===== src/verilog/mem_pkg.sv =====
`default_nettype none

package mem_pkg;

	// Memory geometry
	localparam int ADDR_W = 23;
	localparam int DATA_W = 16;
	// One mask bit per byte
	localparam int DM_W = 2;

	// Burst shape, always eight beats on an aligned address
	localparam int BURST_LEN = 8;
	localparam int BEAT_W = $clog2(BURST_LEN);

	// Client side
	localparam int NUM_PORTS = 4;
	localparam int PORT_W = $clog2(NUM_PORTS);

	// Backing store, upper address bits wrap
	localparam int MEM_WORDS = 4096;
	localparam int MEM_AW = $clog2(MEM_WORDS);

	// Gap between busy and the first data beat
	localparam int CAS_CYCLES = 2;
	localparam int CAS_W = $clog2(CAS_CYCLES + 1);

	// One full burst of words, beat 0 in the low slot
	typedef logic [BURST_LEN-1:0][DATA_W-1:0] burst_t;

	// Client request, data only meaningful for writes
	typedef struct packed {
		logic [ADDR_W-1:0] addr;
		logic write;
		logic [DM_W-1:0] dm;
		burst_t data;
	} mem_req_t;

	// Client response, data zero for writes
	typedef struct packed {
		logic write;
		burst_t data;
	} mem_resp_t;

	// Command toward the controller, exactly one of rd and wr
	typedef struct packed {
		logic [ADDR_W-1:0] addr;
		logic rd;
		logic wr;
		logic [DM_W-1:0] dm;
	} mem_cmd_t;

endpackage

`default_nettype wire


===== src/verilog/burst_port.sv =====
`default_nettype none

module burst_port (
	input logic clock_i,
	input logic reset_i,
	// Client request channel
	input logic req_valid_i,
	output logic req_ready_o,
	input mem_pkg::mem_req_t req_i,
	// Client response channel
	output logic resp_valid_o,
	input logic resp_ready_i,
	output mem_pkg::mem_resp_t resp_o,
	// Toward the arbiter
	output logic arb_req_o,
	output mem_pkg::mem_cmd_t cmd_o,
	input logic grant_i,
	input logic beat_valid_i,
	input logic [mem_pkg::DATA_W-1:0] rd_word_i,
	output logic [mem_pkg::DATA_W-1:0] wr_word_o
);
	import mem_pkg::*;

	typedef enum logic [1:0] {
		P_IDLE,
		P_XFER,
		P_RESP
	} state_t;

	state_t state;
	// Held copy of the accepted request
	mem_req_t req_q;
	// Read beats land here by beat index
	burst_t rd_burst;
	logic [BEAT_W-1:0] beat_cnt;
	logic arb_req_q;

	// Only one request in flight per port
	assign req_ready_o = (state == P_IDLE);
	assign resp_valid_o = (state == P_RESP);
	assign arb_req_o = arb_req_q;

	// Write flag becomes a clean rd/wr pair
	assign cmd_o.addr = req_q.addr;
	assign cmd_o.rd = !req_q.write;
	assign cmd_o.wr = req_q.write;
	assign cmd_o.dm = req_q.dm;

	// Write beat follows our own counter
	assign wr_word_o = req_q.data[beat_cnt];

	// Writes answer with no data
	assign resp_o.write = req_q.write;
	assign resp_o.data = req_q.write ? '0 : rd_burst;

	// Control FSM
	always_ff @(posedge clock_i) begin
		if (reset_i) begin
			state <= P_IDLE;
			arb_req_q <= 1'b0;
			beat_cnt <= '0;
		end else begin
			case (state)
				P_IDLE: begin
					if (req_valid_i) begin
						state <= P_XFER;
						arb_req_q <= 1'b1;
						beat_cnt <= '0;
					end
				end
				P_XFER: begin
					// Grant seen, request no longer needed
					if (grant_i)
						arb_req_q <= 1'b0;
					if (beat_valid_i) begin
						beat_cnt <= beat_cnt + 1'b1;
						// Eighth beat, response goes up next cycle
						if (beat_cnt == BEAT_W'(BURST_LEN - 1))
							state <= P_RESP;
					end
				end
				P_RESP: begin
					// Held here until the client takes it
					if (resp_ready_i)
						state <= P_IDLE;
				end
				default: state <= P_IDLE;
			endcase
		end
	end

	// Payload, no reset
	always_ff @(posedge clock_i) begin
		if (req_valid_i && req_ready_o)
			req_q <= req_i;
		if (beat_valid_i && !req_q.write)
			rd_burst[beat_cnt] <= rd_word_i;
	end

endmodule

`default_nettype wire


===== config.mk =====
export PLATFORM = sky130hd
export DESIGN_NAME = burst_port
export DESIGN_NICKNAME = d
export VERILOG_FILES = /design/src/verilog/mem_pkg.sv /design/src/verilog/burst_port.sv
export SDC_FILE = /design/constraint.sdc
export NUM_CORES = 1
export LEC_CHECK = 0
export BUFFER_PORTS_ARGS = -buffer_cell sky130_fd_sc_hd__buf_2
export CAP_MARGIN = 20
export CORE_MARGIN = 5
export CORE_UTILIZATION = 55
export DETAILED_ROUTE_END_ITERATION = 7
export PLACE_DENSITY = 0.85
export SYNTH_ARGS = -nofsm -noshare
export SYNTH_HDL_FRONTEND = slang
export SYNTH_SLANG_ARGS = --single-unit
export TNS_END_PERCENT = 30

===== constraint.sdc =====
create_clock -name clock_i -period 12.4 [get_ports clock_i]
set_input_delay 1.86 -clock clock_i [delete_from_list [all_inputs] [get_ports clock_i]]
set_output_delay 1.86 -clock clock_i [all_outputs]
set_load 0.005 [all_outputs]

Yosys cells after proc, flatten, opt, wreduce, memory -nomap -nowiden:

Index checks and enable logic that the tools add are counted.

* flip-flop bits (word level): 288
* input bits: 176
* output and inout bits: 175
* logic and storage cells: 59

* add/subtract/negate cells: 1
* magnitude comparators: 2
* equality and inequality tests: 8
* multiplexer cells: 17
* reduce and logical (&&, ||, !) cells: 9

Operators with widths (number)
* $bwmux 128: 1
* $mux 128: 1
* $bmux 16 s3: 1
* $demux 16 s3: 1
* $mux 16: 2
* $mux 2: 4
* $ne 2x2->1 const B: 4
* $mux 3: 2
* $pmux 2 s3: 1
* $pmux 3 s2: 1
* $reduce_and 3->1: 2
* $lt 3x4->1 const B: 1
* $reduce_and 4->1: 1
* $add 3x1->3 const B: 1
* $eq 3x3->1 const B: 1
* $ge 3x1->1 const B: 1
* $logic_and 1x1->1: 3
* $eq 2x1->1 const B: 1
* $eq 2x2->1 const B: 1
* $logic_not 2->1: 1
* $mux 1: 2
* $ne 2x1->1 const B: 1
* $pmux 1 s2: 1
* $reduce_bool 2->1: 1
* $logic_not 1->1: 1

Longest topological paths before layout:

* depth after elaboration: 5
* depth in mapped cells: 6

Least setup slack after synthesis:

OpenSTA, ideal clock, no wires.

* kind: input to register
* from: input req_valid_i
* to: register req_q (netlist bit cmd_o[0]), enable pin
* setup time: 0.533 ns
* arrival: 5.372 ns
* path slack: 6.495 ns
* stages on the path: 1
* cell sequence: and2_1

* word-level cells in the longest chain between the ends: 1

Ends and longest elaborated chain
* start: declaration: line burst_port.sv:7 `input logic req_valid_i,`
* $logic_and 1x1->1: line burst_port.sv:94 `if (req_valid_i && req_ready_o)`
* end signal: assignment: line burst_port.sv:95 `req_q <= req_i;`
* end: declaration: line burst_port.sv:32 `mem_req_t req_q;`

Every way passes these cells.
A chain may end at the register's enable or synchronous reset.

Worst setup path in the final report:

* from: register beat_cnt[0]
* to: output wr_word_o[6] (netlist bit)

* word-level cells in the longest chain between the ends: 2

Ends and longest elaborated chain
* start: declaration: line burst_port.sv:35 `logic [BEAT_W-1:0] beat_cnt;`
* start signal: assignment: line burst_port.sv:76 `beat_cnt <= beat_cnt + 1'b1;`
* $bmux 16 s3: line burst_port.sv:50 `assign wr_word_o = req_q.data[beat_cnt];`
* $mux 16 (implied by the code): line burst_port.sv:50
* end: declaration: line burst_port.sv:20 `output logic [mem_pkg::DATA_W-1:0] wr_word_o`

Every way passes these cells. The select of a mux whose other input is x is not followed.

==> out/results.ini <==
[outcome]
status=completed

[floorplan]
fp.dieH_um=151
die_w_um=151
die_area_um2=22900
initial_utilization_pct=56.1
core_um2=19600
rows=51
io_pins=351

[synth]
yosysUniqueCellTypes=37
avgSynthCellArea_um2=17.3
ys_ff_latch=288
synth_edf_count=282
synth_area_leaders=edfxtp_1, nor2b_1, mux2i_1, buf_4, mux2_2
netlist_instances=635
syn-cell-area_um2=11000
synth_fp_nets=813
yosys_warnings=0
seq_area_frac_synth_pct=78.1
yosys-top-cells-count=edfxtp_1, nor2b_1, mux2i_1, buf_4, clkbuf_1
async_flop_share_pct=0
yosysTopAreaCellShare_pct=77.0
yosys.cell_count.top_type=edfxtp_1
yosys.area.top_type=edfxtp_1
ys.flop_type=edfxtp_1

[critical_path]
reg2reg_to=req_q[106]
cpMaxStageDelayCell=dfxtp_2
worstPathCellList=buf_4 -> nor2b_1 -> a22oi_1 -> o211ai_1 -> buf_2
r2r_slack_ps=9690
crit_type=register to output port
arrival_ps=3330
slowest_delay_ps=840
reg2reg_depth=3
worstPathMaxFanout=31
crit-reg2reg-launch=state[0]
end_kind=output port
crit_required_ps=10540
startpoint_type=register

[place]
port-buffer-count=350
dp_cells=1198
place_ws_ps=7710
hpwl_mm=18.2
globalplace.congestion=0.808

[sta]
setup_viol=0
worst_slack_ps=7210
min_period_ps=5190
timing.fmax_mhz=193
clock_skew_ps=8.21
fin_crit_sh_pct=41.8
hold_ws_ps=509
hold_viol=0
relSlewSlack_pct=28.2
max_slew.worst_pin.slew_ps=1080
drv_slew=0
setup_tns_ps=0
rsz0062_at_grt=no

[clock_tree]
clk_latency_ps=520
clk_pin_slew_ps=60
ctsResizeCount=0
clk_path_buf_depth=3
htreeDepth=1
postCtsSetupBuffers=0
cts_tree=yes
ctsHoldBuffers=0
cts_buffers=27
cts_root_buffer=clkbuf_16
cts.sinks=288

[routing]
routed_wl_mm=25.6
drtIter0Drc=316
wire_per_inst_um=20.6
viasPerCell=5.23
dr.pass1.iters=5
drc=0
drt.antenna.violating_nets=0
via_count=6521

[cells_and_area]
postLayoutCoreUtil_pct=69.9
drive_gt1_share_pct=43.1
post_layout_nonfiller_instances=1248
nets=1141
area_growth_pct=24.6

[grt]
grt.total_usage_pct=21.5
grt_start_max_net_pins=82
grt.overflow.total=0
use_met2_pct=37.9
antenna_found_initial=1
grt_first_pass_wirelength_mm=37.0
top_usage_layer=met2
met1_usage_pct=26.8
grtUsageMet3_pct=4.85
grt_pass1_vias=6556

[hold_path]
hold_path_end=arb_req_o
min_path_cells=2
min_from=arb_req_o
hold_class=register to register

[power_and_ir_drop]
power_leakage_nw=5.29
irDropWorstVdd_mv=0.127
powerDensity_nw_per_um2=150

[run]
drv_cap=0

through the flow:
stage	area, um^2	total power, mW
after CTS	13700	2.07
after global routing	13700	2.12
after global placement	12800	1.25
after floorplan	11000	1.20
after detailed placement	12800	1.26
final	13700	2.05
layout by cell type (no fill, tap or decap), types with 2 or more instances in the layout:
cell / n
nor3_2: 3
mux2i_1: 31
a221o_1: 2
edfxtp_1: 282
and3b_1: 2
bufinv_16: 4
nand2b_1: 3
ha_1: 2
o21bai_1: 2
o21ai_0: 4
nor2_1: 4
buf_4: 8
clkinv_1: 6
nand3_1: 6
inv_1: 7
dfxtp_1: 5
a22oi_1: 12
mux2_2: 13
mux4_2: 2
nor2b_1: 134
nand2_1: 12
clkbuf_1: 5
o22ai_1: 2
o221ai_1: 2
clkinv_2: 5
o211ai_1: 12
nor2_2: 6
buf_2: 350
clkbuf_16: 27
o22a_1: 12
a21oi_1: 6
power by group:
group	switching, mW	internal, mW	total (mW)
Sequential	0.0117	1.11	1.12
Clock	0.330	0.481	0.810
Combinational	0.0657	0.0525	0.118
layer usage:
metal / vias up / share of wire [%]
li1: 2992 / -
met4: 0 / 2.4
met5: - / 0
met1: 3129 / 37
met3: 40 / 9.3
met2: 360 / 51
state kept, by name (all words and copies together) (netlist names):
| register | flops |
|---|---|
| beat_cnt | 3 |
| rd_burst | 128 |
| state | 2 |
| req_q | 128 |
| arb_req_o | 1 |
| cmd_o | 26 |
kinds of logic after synthesis:
group           Yosys count  share of synthesized area [%]
compound gates           58                           3.96
fa+ha+maj                 2                          0.228
buf+inv                  67                           3.60
flops                   288                           78.1
mux                      47                           4.70
simple gates            173                           9.37
how the worst max path moves through the flow:
stage / start / to / slack (ps) / cells past startpoint
finish: beat_cnt[0] / wr_word_o[6] / 7210 / 5
global route: beat_cnt[0] / wr_word_o[6] / 7010 / 5
CTS: beat_cnt[0] / wr_word_o[2] / 7150 / 5
detailed placement: beat_cnt[0] / wr_word_o[2] / 7710 / 5
global placement: beat_cnt[0] / wr_word_o[8] / 7770 / 5
floorplan: req_valid_i / cmd_o[0] / 6490 / 1
area by class of cell:
type                            count  area, um^2
Inverter                            7        26.3
Sequential cell                   288        8590
Timing Repair Buffer              359        1840
Fill cell                        1234        5900
Clock inverter                     16         176
Antenna cell                        1        2.50
Clock buffer                       32         694
Tap cell                          265         332
Multi-Input combinational cell    280        2030
worst max-delay path, delay by kind of cell (launching register included):
kind	cells	cell delay [ps]
compound gates	2	470
buf+inv	2	680
flops	1	840
simple gates	1	790
No activity file was read; power rests on OpenSTA's default activity.
