==> src/verilog/mem_pkg.sv <==
`default_nettype none

package mem_pkg;

	// Memory geometry
	localparam int ADDR_W = 23;
	localparam int DATA_W = 16;
	// One mask bit per byte
	localparam int DM_W = 2;

	// Burst shape, always eight beats on an aligned address
	localparam int BURST_LEN = 8;
	localparam int BEAT_W = $clog2(BURST_LEN);

	// Client side
	localparam int NUM_PORTS = 4;
	localparam int PORT_W = $clog2(NUM_PORTS);

	// Backing store, upper address bits wrap
	localparam int MEM_WORDS = 4096;
	localparam int MEM_AW = $clog2(MEM_WORDS);

	// Gap between busy and the first data beat
	localparam int CAS_CYCLES = 2;
	localparam int CAS_W = $clog2(CAS_CYCLES + 1);

	// One full burst of words, beat 0 in the low slot
	typedef logic [BURST_LEN-1:0][DATA_W-1:0] burst_t;

	// Client request, data only meaningful for writes
	typedef struct packed {
		logic [ADDR_W-1:0] addr;
		logic write;
		logic [DM_W-1:0] dm;
		burst_t data;
	} mem_req_t;

	// Client response, data zero for writes
	typedef struct packed {
		logic write;
		burst_t data;
	} mem_resp_t;

	// Command toward the controller, exactly one of rd and wr
	typedef struct packed {
		logic [ADDR_W-1:0] addr;
		logic rd;
		logic wr;
		logic [DM_W-1:0] dm;
	} mem_cmd_t;

endpackage

`default_nettype wire

==> src/verilog/mem_arbiter.sv <==
`default_nettype none

module mem_arbiter (
	input logic clock_i,
	input logic reset_i,
	// Port side
	input logic [mem_pkg::NUM_PORTS-1:0] port_req_i,
	input mem_pkg::mem_cmd_t [mem_pkg::NUM_PORTS-1:0] port_cmd_i,
	input logic [mem_pkg::NUM_PORTS-1:0][mem_pkg::DATA_W-1:0] port_wr_word_i,
	output logic [mem_pkg::NUM_PORTS-1:0] grant_o,
	output logic [mem_pkg::NUM_PORTS-1:0] beat_valid_o,
	output logic [mem_pkg::DATA_W-1:0] rd_word_o,
	// Memory side
	output logic enable_o,
	output mem_pkg::mem_cmd_t cmd_o,
	output logic [mem_pkg::DATA_W-1:0] wr_word_o,
	input logic busy_i,
	input logic valid_i,
	input logic [mem_pkg::DATA_W-1:0] rd_word_i
);
	import mem_pkg::*;

	// IDLE picks a port, ACTIVE waits for busy, INCYCLE moves the data
	typedef enum logic [1:0] {
		IDLE,
		ACTIVE,
		INCYCLE
	} state_t;

	state_t state;
	// Priority pick from the current requests
	logic pick_any;
	logic [PORT_W-1:0] pick_idx;
	// Port that owns the memory
	logic [PORT_W-1:0] grant_idx;
	logic [BEAT_W-1:0] beat_cnt;
	// Command latched at grant time
	mem_cmd_t cmd_q;

	// Fixed priority, port 0 wins
	always_comb begin
		pick_any = 1'b1;
		pick_idx = '0;
		casez (port_req_i)
			4'b???1: pick_idx = PORT_W'(0);
			4'b??10: pick_idx = PORT_W'(1);
			4'b?100: pick_idx = PORT_W'(2);
			4'b1000: pick_idx = PORT_W'(3);
			default: pick_any = 1'b0;
		endcase
	end

	assign cmd_o = cmd_q;

	// Data only flows while the burst runs
	always_comb begin
		if (state == INCYCLE) begin
			wr_word_o = port_wr_word_i[grant_idx];
			rd_word_o = rd_word_i;
		end else begin
			wr_word_o = '0;
			rd_word_o = '0;
		end
	end

	// Beat strobe to the granted port alone
	assign beat_valid_o = (state == INCYCLE && valid_i) ? grant_o : '0;

	// Sequencer
	always_ff @(posedge clock_i) begin
		if (reset_i) begin
			state <= IDLE;
			grant_o <= '0;
			enable_o <= 1'b0;
			beat_cnt <= '0;
		end else begin
			case (state)
				IDLE: begin
					// Grant and enable rise on the same edge
					if (pick_any) begin
						state <= ACTIVE;
						grant_o <= NUM_PORTS'(1) << pick_idx;
						enable_o <= 1'b1;
						beat_cnt <= '0;
					end
				end
				ACTIVE: begin
					// Controller took the command
					if (busy_i) begin
						enable_o <= 1'b0;
						state <= INCYCLE;
					end
				end
				INCYCLE: begin
					if (valid_i) begin
						if (beat_cnt == BEAT_W'(BURST_LEN - 1)) begin
							// Last beat, release the port
							grant_o <= '0;
							beat_cnt <= '0;
							state <= IDLE;
						end else begin
							beat_cnt <= beat_cnt + 1'b1;
						end
					end
				end
				default: state <= IDLE;
			endcase
		end
	end

	// Winner's command and index, no reset needed
	always_ff @(posedge clock_i) begin
		if (state == IDLE && pick_any) begin
			cmd_q <= port_cmd_i[pick_idx];
			grant_idx <= pick_idx;
		end
	end

endmodule

`default_nettype wire

==> config.mk <==
export PLATFORM = sky130hd
export DESIGN_NAME = mem_arbiter
export DESIGN_NICKNAME = d
export VERILOG_FILES = /design/src/verilog/mem_pkg.sv /design/src/verilog/mem_arbiter.sv
export SDC_FILE = /design/constraint.sdc
export NUM_CORES = 1
export LEC_CHECK = 0
export ABC_AREA = 1
export BUFFER_PORTS_ARGS = -buffer_cell sky130_fd_sc_hd__clkbuf_2
export CAP_MARGIN = 0
export CORE_ASPECT_RATIO = 0.5
export CORE_MARGIN = 1
export CORE_UTILIZATION = 30
export DETAILED_ROUTE_END_ITERATION = 6
export PLACE_DENSITY = 0.64
export SETUP_SLACK_MARGIN = 0.1
export SLEW_MARGIN = 20
export SYNTH_ARGS = -nofsm -noshare
export SYNTH_HDL_FRONTEND = slang
export SYNTH_SLANG_ARGS = --single-unit
==> constraint.sdc <==
create_clock -name clock_i -period 2.6 [get_ports clock_i]
set_clock_uncertainty 0.15 [all_clocks]
set_input_delay 0.52 -clock clock_i [delete_from_list [all_inputs] [get_ports clock_i]]
set_output_delay 0.52 -clock clock_i [all_outputs]
set_load 0.03 [all_outputs]
# After elaboration in Yosys (flattened, before gate mapping)
# Cells that the tools add are included.
# Widths: inputs -> output; s select.
dict set report word_totals {
  output_inout_bits 68
  reg_bits 39
  wordCells 58
  inputBits 196
}
dict set report op_classes {
  mux 25
  n_reduce_logical 10
  shifts 1
  addsub 1
  n_lt_le_gt_ge 2
  n_eq_ne 10
}
# op n
set op_table {}
lappend op_table {{$bmux 27 s2} 1}
lappend op_table {{$mux 16} 3}
lappend op_table {{$bmux 16 s2} 1}
lappend op_table {{$mux 27} 1}
lappend op_table {{$mux 4} 4}
lappend op_table {{$pmux 2 s3} 2}
lappend op_table {{$mux 3} 3}
lappend op_table {{$mux 2} 4}
lappend op_table {{$pmux 4 s2} 1}
lappend op_table {{$reduce_and 4->1} 2}
lappend op_table {{$eq 3x3->1 const B} 2}
lappend op_table {{$lt 2x3->1 const B} 2}
lappend op_table {{$ne 2x2->1 const B} 3}
lappend op_table {{$pmux 3 s2} 1}
lappend op_table {{$reduce_and 3->1} 2}
lappend op_table {{$eq 2x2->1 const B} 2}
lappend op_table {{$eq 4x4->1 const B} 1}
lappend op_table {{$reduce_bool 2->1} 2}
lappend op_table {{$reduce_or 4->1} 1}
lappend op_table {{$shl 1x2->4 const A} 1}
lappend op_table {{$add 3x1->3 const B} 1}
lappend op_table {{$mux 1} 3}
lappend op_table {{$eq 2x1->1 const B} 1}
lappend op_table {{$logic_and 1x1->1} 2}
lappend op_table {{3 further kinds} 3}

# Depth between registers and ports, before layout
# Gate-level depths: netlist of run 1.
dict set report logic_depth {
  ltp_word 5
  mapped_depth 8
  depth_no_buf 8
}

# Worst setup path after synthesis of run 1
# No wires, ideal clock.
dict set report synth_path {
  kind {register to output}
  from {reg grant_idx[0]}
  to {out wr_word_o[0] (netlist name)}
  stages_incl_launch_ff 6
  setup_slack_ps 510
  required_ps 1930
  t_arrival_ps 1420
  n_path_buf 2
  cell_sequence {edfxtp_1 buf_2 inv_1 clkbuf_1 o21ai_0 a21oi_1}
}
dict set report synth_between {
  elab_chain_len 3
}
# element line
set synth_rtl {}
lappend synth_rtl {{from (decl)} mem_arbiter.sv:35} ;# logic [PORT_W-1:0] grant_idx;
lappend synth_rtl {{from (signal assigned)} mem_arbiter.sv:115} ;# grant_idx <= pick_idx;
lappend synth_rtl {{$bmux 16 s2} mem_arbiter.sv:58} ;# wr_word_o = port_wr_word_i[grant_idx];
lappend synth_rtl {{$mux 16 (not written as such)} mem_arbiter.sv:58}
lappend synth_rtl {{$mux 16} mem_arbiter.sv:57} ;# if (state == INCYCLE) begin
lappend synth_rtl {{to (decl)} mem_arbiter.sv:16} ;# output logic [mem_pkg::DATA_W-1:0] wr_word_o,
# No other way between the ends. The select of a mux whose other input is x is not followed.

# Worst setup path in the final report of run 1
dict set report layout_path {
  from {reg state[1]}
  to {out wr_word_o[4] (netlist name)}
}
dict set report layout_between {
  elab_chain_len 2
}
# element line
set layout_rtl {}
lappend layout_rtl {{from (decl)} mem_arbiter.sv:30} ;# state_t state;
lappend layout_rtl {{from (signal assigned)} mem_arbiter.sv:72} ;# state <= IDLE;
lappend layout_rtl {{from (signal assigned)} mem_arbiter.sv:81} ;# state <= ACTIVE;
lappend layout_rtl {{from (signal assigned)} mem_arbiter.sv:91} ;# state <= INCYCLE;
lappend layout_rtl {{$eq 2x2->1} mem_arbiter.sv:57}
lappend layout_rtl {{$mux 16} mem_arbiter.sv:57}
# No other way between the ends.

==> results of run 1 <==
## routing by layer
metal	GRT usage, %	share of wire, %	up-vias	wire [microns]
met5	0	0	-	0
met4	5.03	1.2	0	131
met3	3.79	5.8	13	637
met2	38.0	50	118	5500
met1	24.0	43	1733	4770
li1	-	-	2070	-
## cells by family (layout without fill, tap and decap cells)
| kind of cell | count (synthesis) | in the layout |
|---|---|---|
| AOI/OAI and AO/OA | 71 | 71 |
| buffers and inverters | 105 | 360 |
| DFF | 39 | 39 |
| and+or+nand+nor | 283 | 283 |
| adders and majority gates | 2 | 2 |
## cells in the final DEF (no fill, tap or decap), types with 2 or more instances in the layout
cell         n
inv_1       75
dfxtp_1     10
o21ai_0     34
clkbuf_16    5
nand3_1     57
o21bai_1    10
nand2_1    117
nor2_4       3
nor2_1     101
nand2_2      2
clkbuf_2   263
edfxtp_1    29
inv_2        2
clkinv_1     2
buf_4        9
a21oi_1     25
ha_1         2
## power breakdown
part	switching, mW	leakage (nW)	internal [mW]
Clock	0.241	0.0812	0.448
Sequential	0.0313	0.370	0.775
Combinational	0.542	2.27	0.299
## path summary, 6_finish.rpt
path / to / startpoint
setup / recovery: wr_word_o[4] / state[1]
hold / removal: enable_o / enable_o
setup reg to reg: cmd_o[9] / state[0]
hold reg to reg: enable_o / enable_o
## critical path, cell delays in order, from the launching register on
cell and delay (ns):
dfxtp_1 0.35, inv_1 0.09, nor2_4 0.15, clkinv_1 0.07
buf_4 0.24, a21oi_1 0.20, clkbuf_2 0.24
## flip-flops by register name, summed over array words and instances, names as in the netlist
register / flops
enable_o: 1
grant_idx: 2
beat_cnt: 3
state: 2
cmd_o: 27
grant_o: 4
## area by class of cell
class / instances / share of cell area, %
Multi-Input combinational cell: 356 / 33.8
Inverter: 78 / 6.23
Clock inverter: 3 / 0.825
Clock buffer: 5 / 2.66
Tap cell: 135 / 3.59
Sequential cell: 39 / 22.8
Timing Repair Buffer: 274 / 30.1
## synth_stat cells
master / count
a21oi_1: 25
a22oi_1: 1
buf_1: 1
buf_2: 12
buf_4: 1
buf_6: 4
clkbuf_1: 9
clkinv_1: 1
dfxtp_1: 10
edfxtp_1: 29
ha_1: 2
inv_1: 76
inv_2: 1
nand2_1: 117
nand2_2: 2
nand3_1: 57
nand3_4: 1
nand3b_1: 1
nor2_1: 101
nor2_2: 1
nor2_4: 2
nor3_1: 1
o21ai_0: 35
o21bai_1: 10
## per-stage QoR
step / std cells / power [mW] / cell area (sq um) / util (%)
final: 890 / 2.34 / 4700 / 48.3
after global routing: 890 / 2.48 / 4700 / 48.3
after CTS: 890 / 2.36 / 4690 / 48.3
after detailed placement: 882 / 1.66 / 4530 / 46.6
after global placement: 882 / 1.65 / 4530 / 46.6
after floorplan: 500 / 1.33 / 3100 / -
## what timing repair did
| action | CTS | global route |
|---|---|---|
| resized for setup | 0 | 3 |
| hold buffers | 0 | 0 |
| endpoints found under the setup margin | 0 | 13 |
| hold endpoints to repair | 0 | 0 |
==> flow_metrics.env, run 1 <==
export IMPL_status="completed"
export IMPL_die_width_microns=146
export IMPL_synth_area_leader_cell="edfxtp_1"
export IMPL_setup_tns_ns=0
export IMPL_dp_final_hpwl_microns=8640
export IMPL_clock_latency_ns=0.28
export IMPL_finalHoldViolations=0
export IMPL_reg2reg_slack_ns=0.58
export IMPL_avgViaCountPerCell=4.42
export IMPL_ant_nets=0
export IMPL_avgSynthCellArea_sq_um=6.19
export IMPL_max_cap_violations=0
export IMPL_max_vdd_ir_drop_uv=385
export IMPL_synth_compound_area_share_pct=12.4
export IMPL_overflow=0
export IMPL_max_freq_mhz=435
export IMPL_drc=0
export IMPL_ys_warnings_count=0
export IMPL_fin_crit_sh_pct=88.5
export IMPL_setup_viol=0
export IMPL_grt_pass1_vias=3797
export IMPL_drive_above_1_share_pct=38.4
export IMPL_fp_dieH_microns=73.8
export IMPL_reg2regPathDepth=4
export IMPL_fin_crit_ns=2.30
export IMPL_cts_tree="yes"
export IMPL_maxSlewViolCount=0
export IMPL_power_density_nw_per_um2=497
export IMPL_max_slew_margin_pct=54.3
export IMPL_drt_first_pass_iters=5
export IMPL_cp_end_kind="output pin"
export IMPL_synthSimpleGateAreaFrac_pct=37.9
export IMPL_synth_xor_area_share_pct=0
export IMPL_worst_slack_ns=0.299
export IMPL_start_kind="flop"
export IMPL_syn_to_final_growth_pct=51.9
export IMPL_synthesis_area_sq_um=3100
export IMPL_cp_data_arrival_time_ns=1.63
export IMPL_tightest_slew_ns=0.685
export IMPL_critical_path_required_ns=1.93
export IMPL_diodes=0
export IMPL_cts_root_buf="clkbuf_16"
export IMPL_cts_buffer_depth=2
export IMPL_port_buffers=263
export IMPL_clock_sinks=39
export IMPL_syn_num_nets=698
export IMPL_synthAdderAreaFrac_pct=0.808
export IMPL_dp_slack_ns=0.404
export IMPL_antenna_found_initial=0
export IMPL_cts_buffers_inserted=5
export IMPL_yosys_area_top_type_share_pct=28.1
export IMPL_hold_slack_ns=0.320
export IMPL_ys_seq_area_share_pct=34.6
export IMPL_row_count=25
export IMPL_crit_path_max_fanout=34
export IMPL_htreeDepth=2
export IMPL_regArea_sq_um=1070
export IMPL_routed_wl_microns=11000
export IMPL_drtIter0Drc=131
export IMPL_grt_max_degree=35
export IMPL_synth_top_family_by_area="simple AND/OR/NAND/NOR gates"
export IMPL_synth_seq_cells=39
export IMPL_multi_input_area_sq_um=1590
export IMPL_grt_pass1_wl_microns=17500
export IMPL_ys_types=24
export IMPL_grt_setup_unrepaired="false"
export IMPL_min_path_cells=2
export IMPL_ios=264
export IMPL_postCtsSetupBuffers=0
export IMPL_die_area_sq_um=10800
export IMPL_grt_total_usage_pct=20.1
export IMPL_netlist_top_cells_area="edfxtp_1 28%, nand2_1 14%, nor2_1 12%"
export IMPL_gp_congestion=0.814
export IMPL_hold_path_class="flop to flop"
export IMPL_wire_per_inst_microns=12.4
export IMPL_start_util_pct=31.8
export IMPL_core_area_sq_um=9730
export IMPL_muxShareOfSynthArea_pct=0
export IMPL_vias=3934
export IMPL_crit_type="flop to output pin"
export IMPL_layout_nets=952
export IMPL_synth_cells=500
export IMPL_p_leak_nw=2.72
export IMPL_fill_cells=1047
export IMPL_clk_pin_slew_ns=0.06
(Power assumes the default switching activity.)
==> inputs of run 2 (changes only) <==
--- a/config.mk
+++ b/config.mk
@@ -11,9 +11,10 @@
 export CORE_ASPECT_RATIO = 0.5
 export CORE_MARGIN = 1
 export CORE_UTILIZATION = 30
+export CTS_CLUSTER_DIAMETER = 30
 export DETAILED_ROUTE_END_ITERATION = 6
-export PLACE_DENSITY = 0.64
-export SETUP_SLACK_MARGIN = 0.1
+export PLACE_DENSITY = 0.7
+export SETUP_SLACK_MARGIN = 0.4
 export SLEW_MARGIN = 20
 export SYNTH_ARGS = -nofsm -noshare
 export SYNTH_HDL_FRONTEND = slang
==> run 2 against run 1 <==
Die area unchanged. Critical endpoint is now wr_word_o[2]. Final cell count increased by 1.5%. Worst hold slack got worse by 0.0074 ns. Critical path depth is 1 higher. Flip-flop and latch count stayed put. Via count grew 3.0%.
==> flow_metrics.env, run 2 (synthesized netlist as in run 1, its figures left out) <==
export IMPL_reg2regPathDepth=4
export IMPL_setup_viol=0
export IMPL_die_width_microns=146
export IMPL_cts_buffers_inserted=5
export IMPL_cp_end_kind="output pin"
export IMPL_diodes=0
export IMPL_cts_hold_buf=0
export IMPL_multi_input_area_sq_um=1620
export IMPL_row_count=25
export IMPL_ios=264
export IMPL_fin_crit_sh_pct=88.3
export IMPL_htreeDepth=2
export IMPL_start_kind="flop"
export IMPL_max_vdd_ir_drop_uv=247
export IMPL_drive_above_1_share_pct=40.4
export IMPL_antenna_found_initial=0
export IMPL_avgViaCountPerCell=4.49
export IMPL_postPlaceCellArea_sq_um=4550
export IMPL_cts_root_buf="clkbuf_16"
export IMPL_fp_dieH_microns=73.8
export IMPL_cp_data_arrival_time_ns=1.62
export IMPL_tightest_slew_ns=0.538
export IMPL_syn_to_final_growth_pct=60.0
export IMPL_start_util_pct=31.8
export IMPL_fin_crit_ns=2.29
export IMPL_dp_final_hpwl_microns=9020
export IMPL_finalHoldViolations=0
export IMPL_grt_setup_unrepaired="true"
export IMPL_grt_total_usage_pct=20.4
export IMPL_status="completed"
export IMPL_drt_first_pass_iters=5
export IMPL_largest_reg_flops=27
export IMPL_critical_path_required_ns=1.93
export IMPL_drtIter0Drc=123
export IMPL_hold_slack_ns=0.312
export IMPL_stdcell_area_sq_um=4950
export IMPL_dp_slack_ns=0.357
export IMPL_min_path_cells=2
export IMPL_cts_buffer_depth=2
export IMPL_layout_nets=965
export IMPL_crit_type="flop to output pin"
export IMPL_gp_congestion=0.885
export IMPL_grt_pass1_wl_microns=17200
export IMPL_max_slew_margin_pct=64.1
export IMPL_hold_path_class="flop to flop"
export IMPL_clock_latency_ns=0.28
export IMPL_drc=0
export IMPL_clk_pin_slew_ns=0.06
export IMPL_max_cap_violations=0
export IMPL_cts_tree="yes"
export IMPL_overflow=0
export IMPL_clock_sinks=39
export IMPL_maxSlewViolCount=0
export IMPL_p_leak_nw=2.81
export IMPL_vias=4052
export IMPL_die_area_sq_um=10800
export IMPL_max_freq_mhz=436
export IMPL_fill_cells=977
export IMPL_port_buffers=263
export IMPL_wire_per_inst_microns=13.0
export IMPL_final_common_cell="clkbuf_2"
export IMPL_grt_pass1_vias=3612
export IMPL_routed_wl_microns=11700
export IMPL_core_area_sq_um=9730
export IMPL_crit_path_max_fanout=16
export IMPL_regArea_sq_um=1070
export IMPL_layout_common_cells="231 x clkbuf_2, 116 x nand2_1, 95 x nor2_1"
export IMPL_worst_slack_ns=0.305
export IMPL_setup_tns_ns=0
export IMPL_power_density_nw_per_um2=474
export IMPL_ant_nets=0
export IMPL_grt_max_degree=39
-- run 2: cell count changes in the layout (fill, tap and decap cells not counted), moves of 3 or more --
cell / change
o21ai_0: -15
o21ai_1: +14
nor2_1: -6
clkbuf_1: +3
clkbuf_4: +14
buf_4: +25
clkbuf_2: -32
nor2_2: +4
-- run 2: timing repair --
action,4_1_cts,5_1_grt
pin swaps,0,10
setup endpoints to repair,32,36
cloned,0,2
resized for setup,30,74
setup buffers,7,2
-- run 2: worst paths after layout --
check / slack (ns) / to / startpoint
max reg2reg: 0.80 / cmd_o[25] / state[0]
min: 0.31 / enable_o / enable_o
min reg2reg: 0.31 / enable_o / enable_o
max: 0.31 / wr_word_o[2] / grant_idx[0]
-- run 2: worst max-delay path, cell delays in order, from the launching register on --
cell and delay [ns]:
edfxtp_1 0.46, buf_6 0.17, clkbuf_16 0.17, nor2_1 0.11, nor2_1 0.04, o21ai_1 0.12, a21oi_1 0.10, buf_4 0.17
-- run 2: area by class of cell --
class	instances	share of cell area [%]
clock buffers	8	2.75
inverters	78	5.98
multi-input cells	356	32.8
flip-flops and latches	39	21.6
well taps	135	3.41
repair buffers	287	33.5
-- run 2: per-stage QoR --
stage	utilization, %	power, mW	instances
finish	50.9	2.35	903
global route	50.9	2.48	903
CTS	49.5	2.32	899
detailed placement	46.7	1.67	884
global placement	46.7	1.67	884
floorplan	-	1.33	500
-- run 2: report_power, final --
group	total (mW)	internal, mW	switching (mW)	leakage, nW
clock	0.595	0.357	0.237	0.0652
sequential	0.807	0.775	0.0318	0.370
combinational	0.947	0.368	0.579	2.38
-- run 2: routing by layer --
layer / global-route usage, % / routed length [microns]
met2: 39.0 / 5980
met3: 3.73 / 711
met4: 5.61 / 101
met1: 23.8 / 4920
met5: 0 / 0
==> inputs of run 3 (changes only) <==
--- a/config.mk
+++ b/config.mk
@@ -8,7 +8,7 @@
 export ABC_AREA = 1
 export BUFFER_PORTS_ARGS = -buffer_cell sky130_fd_sc_hd__clkbuf_2
 export CAP_MARGIN = 0
-export CORE_ASPECT_RATIO = 0.5
+export CORE_ASPECT_RATIO = 1.2
 export CORE_MARGIN = 1
 export CORE_UTILIZATION = 30
 export CTS_CLUSTER_DIAMETER = 30
==> constraint.sdc (replaced) <==
create_clock -name clock_i -period 2.75 [get_ports clock_i]
set_clock_uncertainty 0.15 [all_clocks]
set_input_delay 0.55 -clock clock_i [delete_from_list [all_inputs] [get_ports clock_i]]
set_output_delay 0.55 -clock clock_i [all_outputs]
set_load 0.03 [all_outputs]
==> run 3 against run 2 <==
Via count about the same. Worst setup slack better by 0.073 ns. Sequential power down 5.5%. Combinational power down 8.8%. Final cell count down 1.4%. Worst hold slack better by 0.011 ns. Critical endpoint is now wr_word_o[5]. Largest cell class is now multi-input gates.
==> flow_metrics.env, run 3 (synthesized netlist as in run 1, its figures left out) <==
export IMPL_drc=0
export IMPL_hold_path_class="flop to flop"
export IMPL_avgViaCountPerCell=4.56
export IMPL_die_width_microns=94.7
export IMPL_max_slew_margin_pct=59.0
export IMPL_cp_data_arrival_time_ns=1.67
export IMPL_dp_final_hpwl_microns=9220
export IMPL_grt_total_usage_pct=20.8
export IMPL_vias=4054
export IMPL_max_cap_violations=0
export IMPL_drtIter0Drc=190
export IMPL_maxSlewViolCount=0
export IMPL_fin_crit_sh_pct=86.2
export IMPL_clk_pin_slew_ns=0.06
export IMPL_clock_sinks=39
export IMPL_layout_nets=961
export IMPL_largest_reg_flops=27
export IMPL_power_internal_mw=1.39
export IMPL_cts_buffer_depth=2
export IMPL_drive_above_1_share_pct=39.9
export IMPL_p_sw_mw=0.793
export IMPL_row_count=40
export IMPL_final_common_cell="clkbuf_2"
export IMPL_critical_path_required_ns=2.05
export IMPL_crit_path_max_fanout=5
export IMPL_start_util_pct=30.9
export IMPL_status="completed"
export IMPL_gp_congestion=0.809
export IMPL_power_density_nw_per_um2=452
export IMPL_grt_setup_unrepaired="true"
export IMPL_setup_tns_ns=0
export IMPL_fp_dieH_microns=113
export IMPL_cts_tree="yes"
export IMPL_finalNonFillerCells=890
export IMPL_cts_hold_buf=0
export IMPL_fin_crit_ns=2.37
export IMPL_grt_max_degree=35
export IMPL_clkPwrFrac_pct=25.6
export IMPL_port_buffers=263
export IMPL_fill_cells=1085
export IMPL_setup_viol=0
export IMPL_start_kind="flop"
export IMPL_crit_type="flop to output pin"
export IMPL_clock_latency_ns=0.28
export IMPL_syn_to_final_growth_pct=56.4
export IMPL_antenna_found_initial=0
export IMPL_worst_slack_ns=0.379
export IMPL_diodes=0
export IMPL_overflow=0
export IMPL_sw_frac_of_total_pct=36.2
export IMPL_cts_buffers_inserted=5
export IMPL_ant_nets=0
export IMPL_drt_first_pass_iters=4
export IMPL_tightest_slew_ns=0.615
export IMPL_postPlaceCellArea_sq_um=4500
export IMPL_die_area_sq_um=10700
export IMPL_layout_common_cells="248 x clkbuf_2, 117 x nand2_1, 101 x nor2_1"
export IMPL_max_freq_mhz=422
export IMPL_grt_pass1_vias=3713
export IMPL_core_area_sq_um=10000
export IMPL_finalHoldViolations=0
export IMPL_ios=264
export IMPL_power_frac_comb_pct=39.5
export IMPL_dpl_cell_count=872
export IMPL_dp_slack_ns=0.301
export IMPL_cp_end_kind="output pin"
export IMPL_cts_root_buf="clkbuf_16"
export IMPL_p_leak_nw=2.76
export IMPL_htreeDepth=2
export IMPL_grt_pass1_wl_microns=17300
export IMPL_max_vdd_ir_drop_uv=250
export IMPL_pwr_share_seq_pct=34.9
export IMPL_stdcell_area_sq_um=4840
export IMPL_wire_per_inst_microns=13.1
export IMPL_routed_wl_microns=11700
==> run 3: layout make-up <==
type	count	area (sq um)	share of cell area, %
inverters	78	300	6.20
multi-input cells	356	1610	33.3
clock buffers	7	133	2.74
clock inverters	1	5.00	0.103
repair buffers	281	1550	32.0
repair inverters	2	12.5	0.258
well taps	126	158	3.25
flip-flops and latches	39	1070	22.1
==> run 3: repair_timing <==
action | in CTS | in global routing
pin swaps | 0 | 7
cloned | 1 | 2
gates resized for setup | 19 | 43
endpoints found under the hold margin | 0 | 0
setup endpoints to repair | 16 | 23
setup buffers | 4 | 3
==> run 3: final timing paths <==
| kind | cells past startpoint | slack (ns) | to | start |
|---|---|---|---|---|
| setup / recovery | 6 | 0.38 | wr_word_o[5] | grant_idx[0] |
| hold / removal | 2 | 0.32 | enable_o | enable_o |
| setup reg to reg | 4 | 0.86 | cmd_o[12] | state[0] |
| hold reg to reg | 2 | 0.32 | enable_o | enable_o |
==> run 3: metrics by stage <==
stage	total power [mW]	util (%)	hold slack, ns
floorplan	1.26	-	0.318
global route	2.32	48.4	0.360
global placement	1.56	45.0	0.308
finish	2.19	48.4	0.323
CTS	2.17	47.3	0.325
detailed placement	1.57	45.0	0.316
==> run 3: per-layer routing <==
metal  part of all wire, %  global-route usage [%]  wire, microns
met1                    37                    21.1           4290
met2                    53                    40.3           6160
met5                     0                       0              0
met4                   1.6                    6.77            181
met3                   8.8                    5.04           1030
==> run 3: power groups by stage <==
stage	clock network [mW]	registers, mW	logic (mW)
floorplan	0	0.907	0.350
global placement	0	0.770	0.790
detailed placement	0	0.773	0.793
CTS	0.578	0.766	0.825
global route	0.603	0.772	0.943
finish	0.561	0.763	0.864
==> run 3: worst max-delay path, cell delays in order (launching register included) <==
cell and delay [ns]:
edfxtp_1 0.38, buf_6 0.12, buf_6 0.10, clkinvlp_4 0.14, o21ai_0 0.35, a21oi_2 0.11, clkbuf_4 0.20
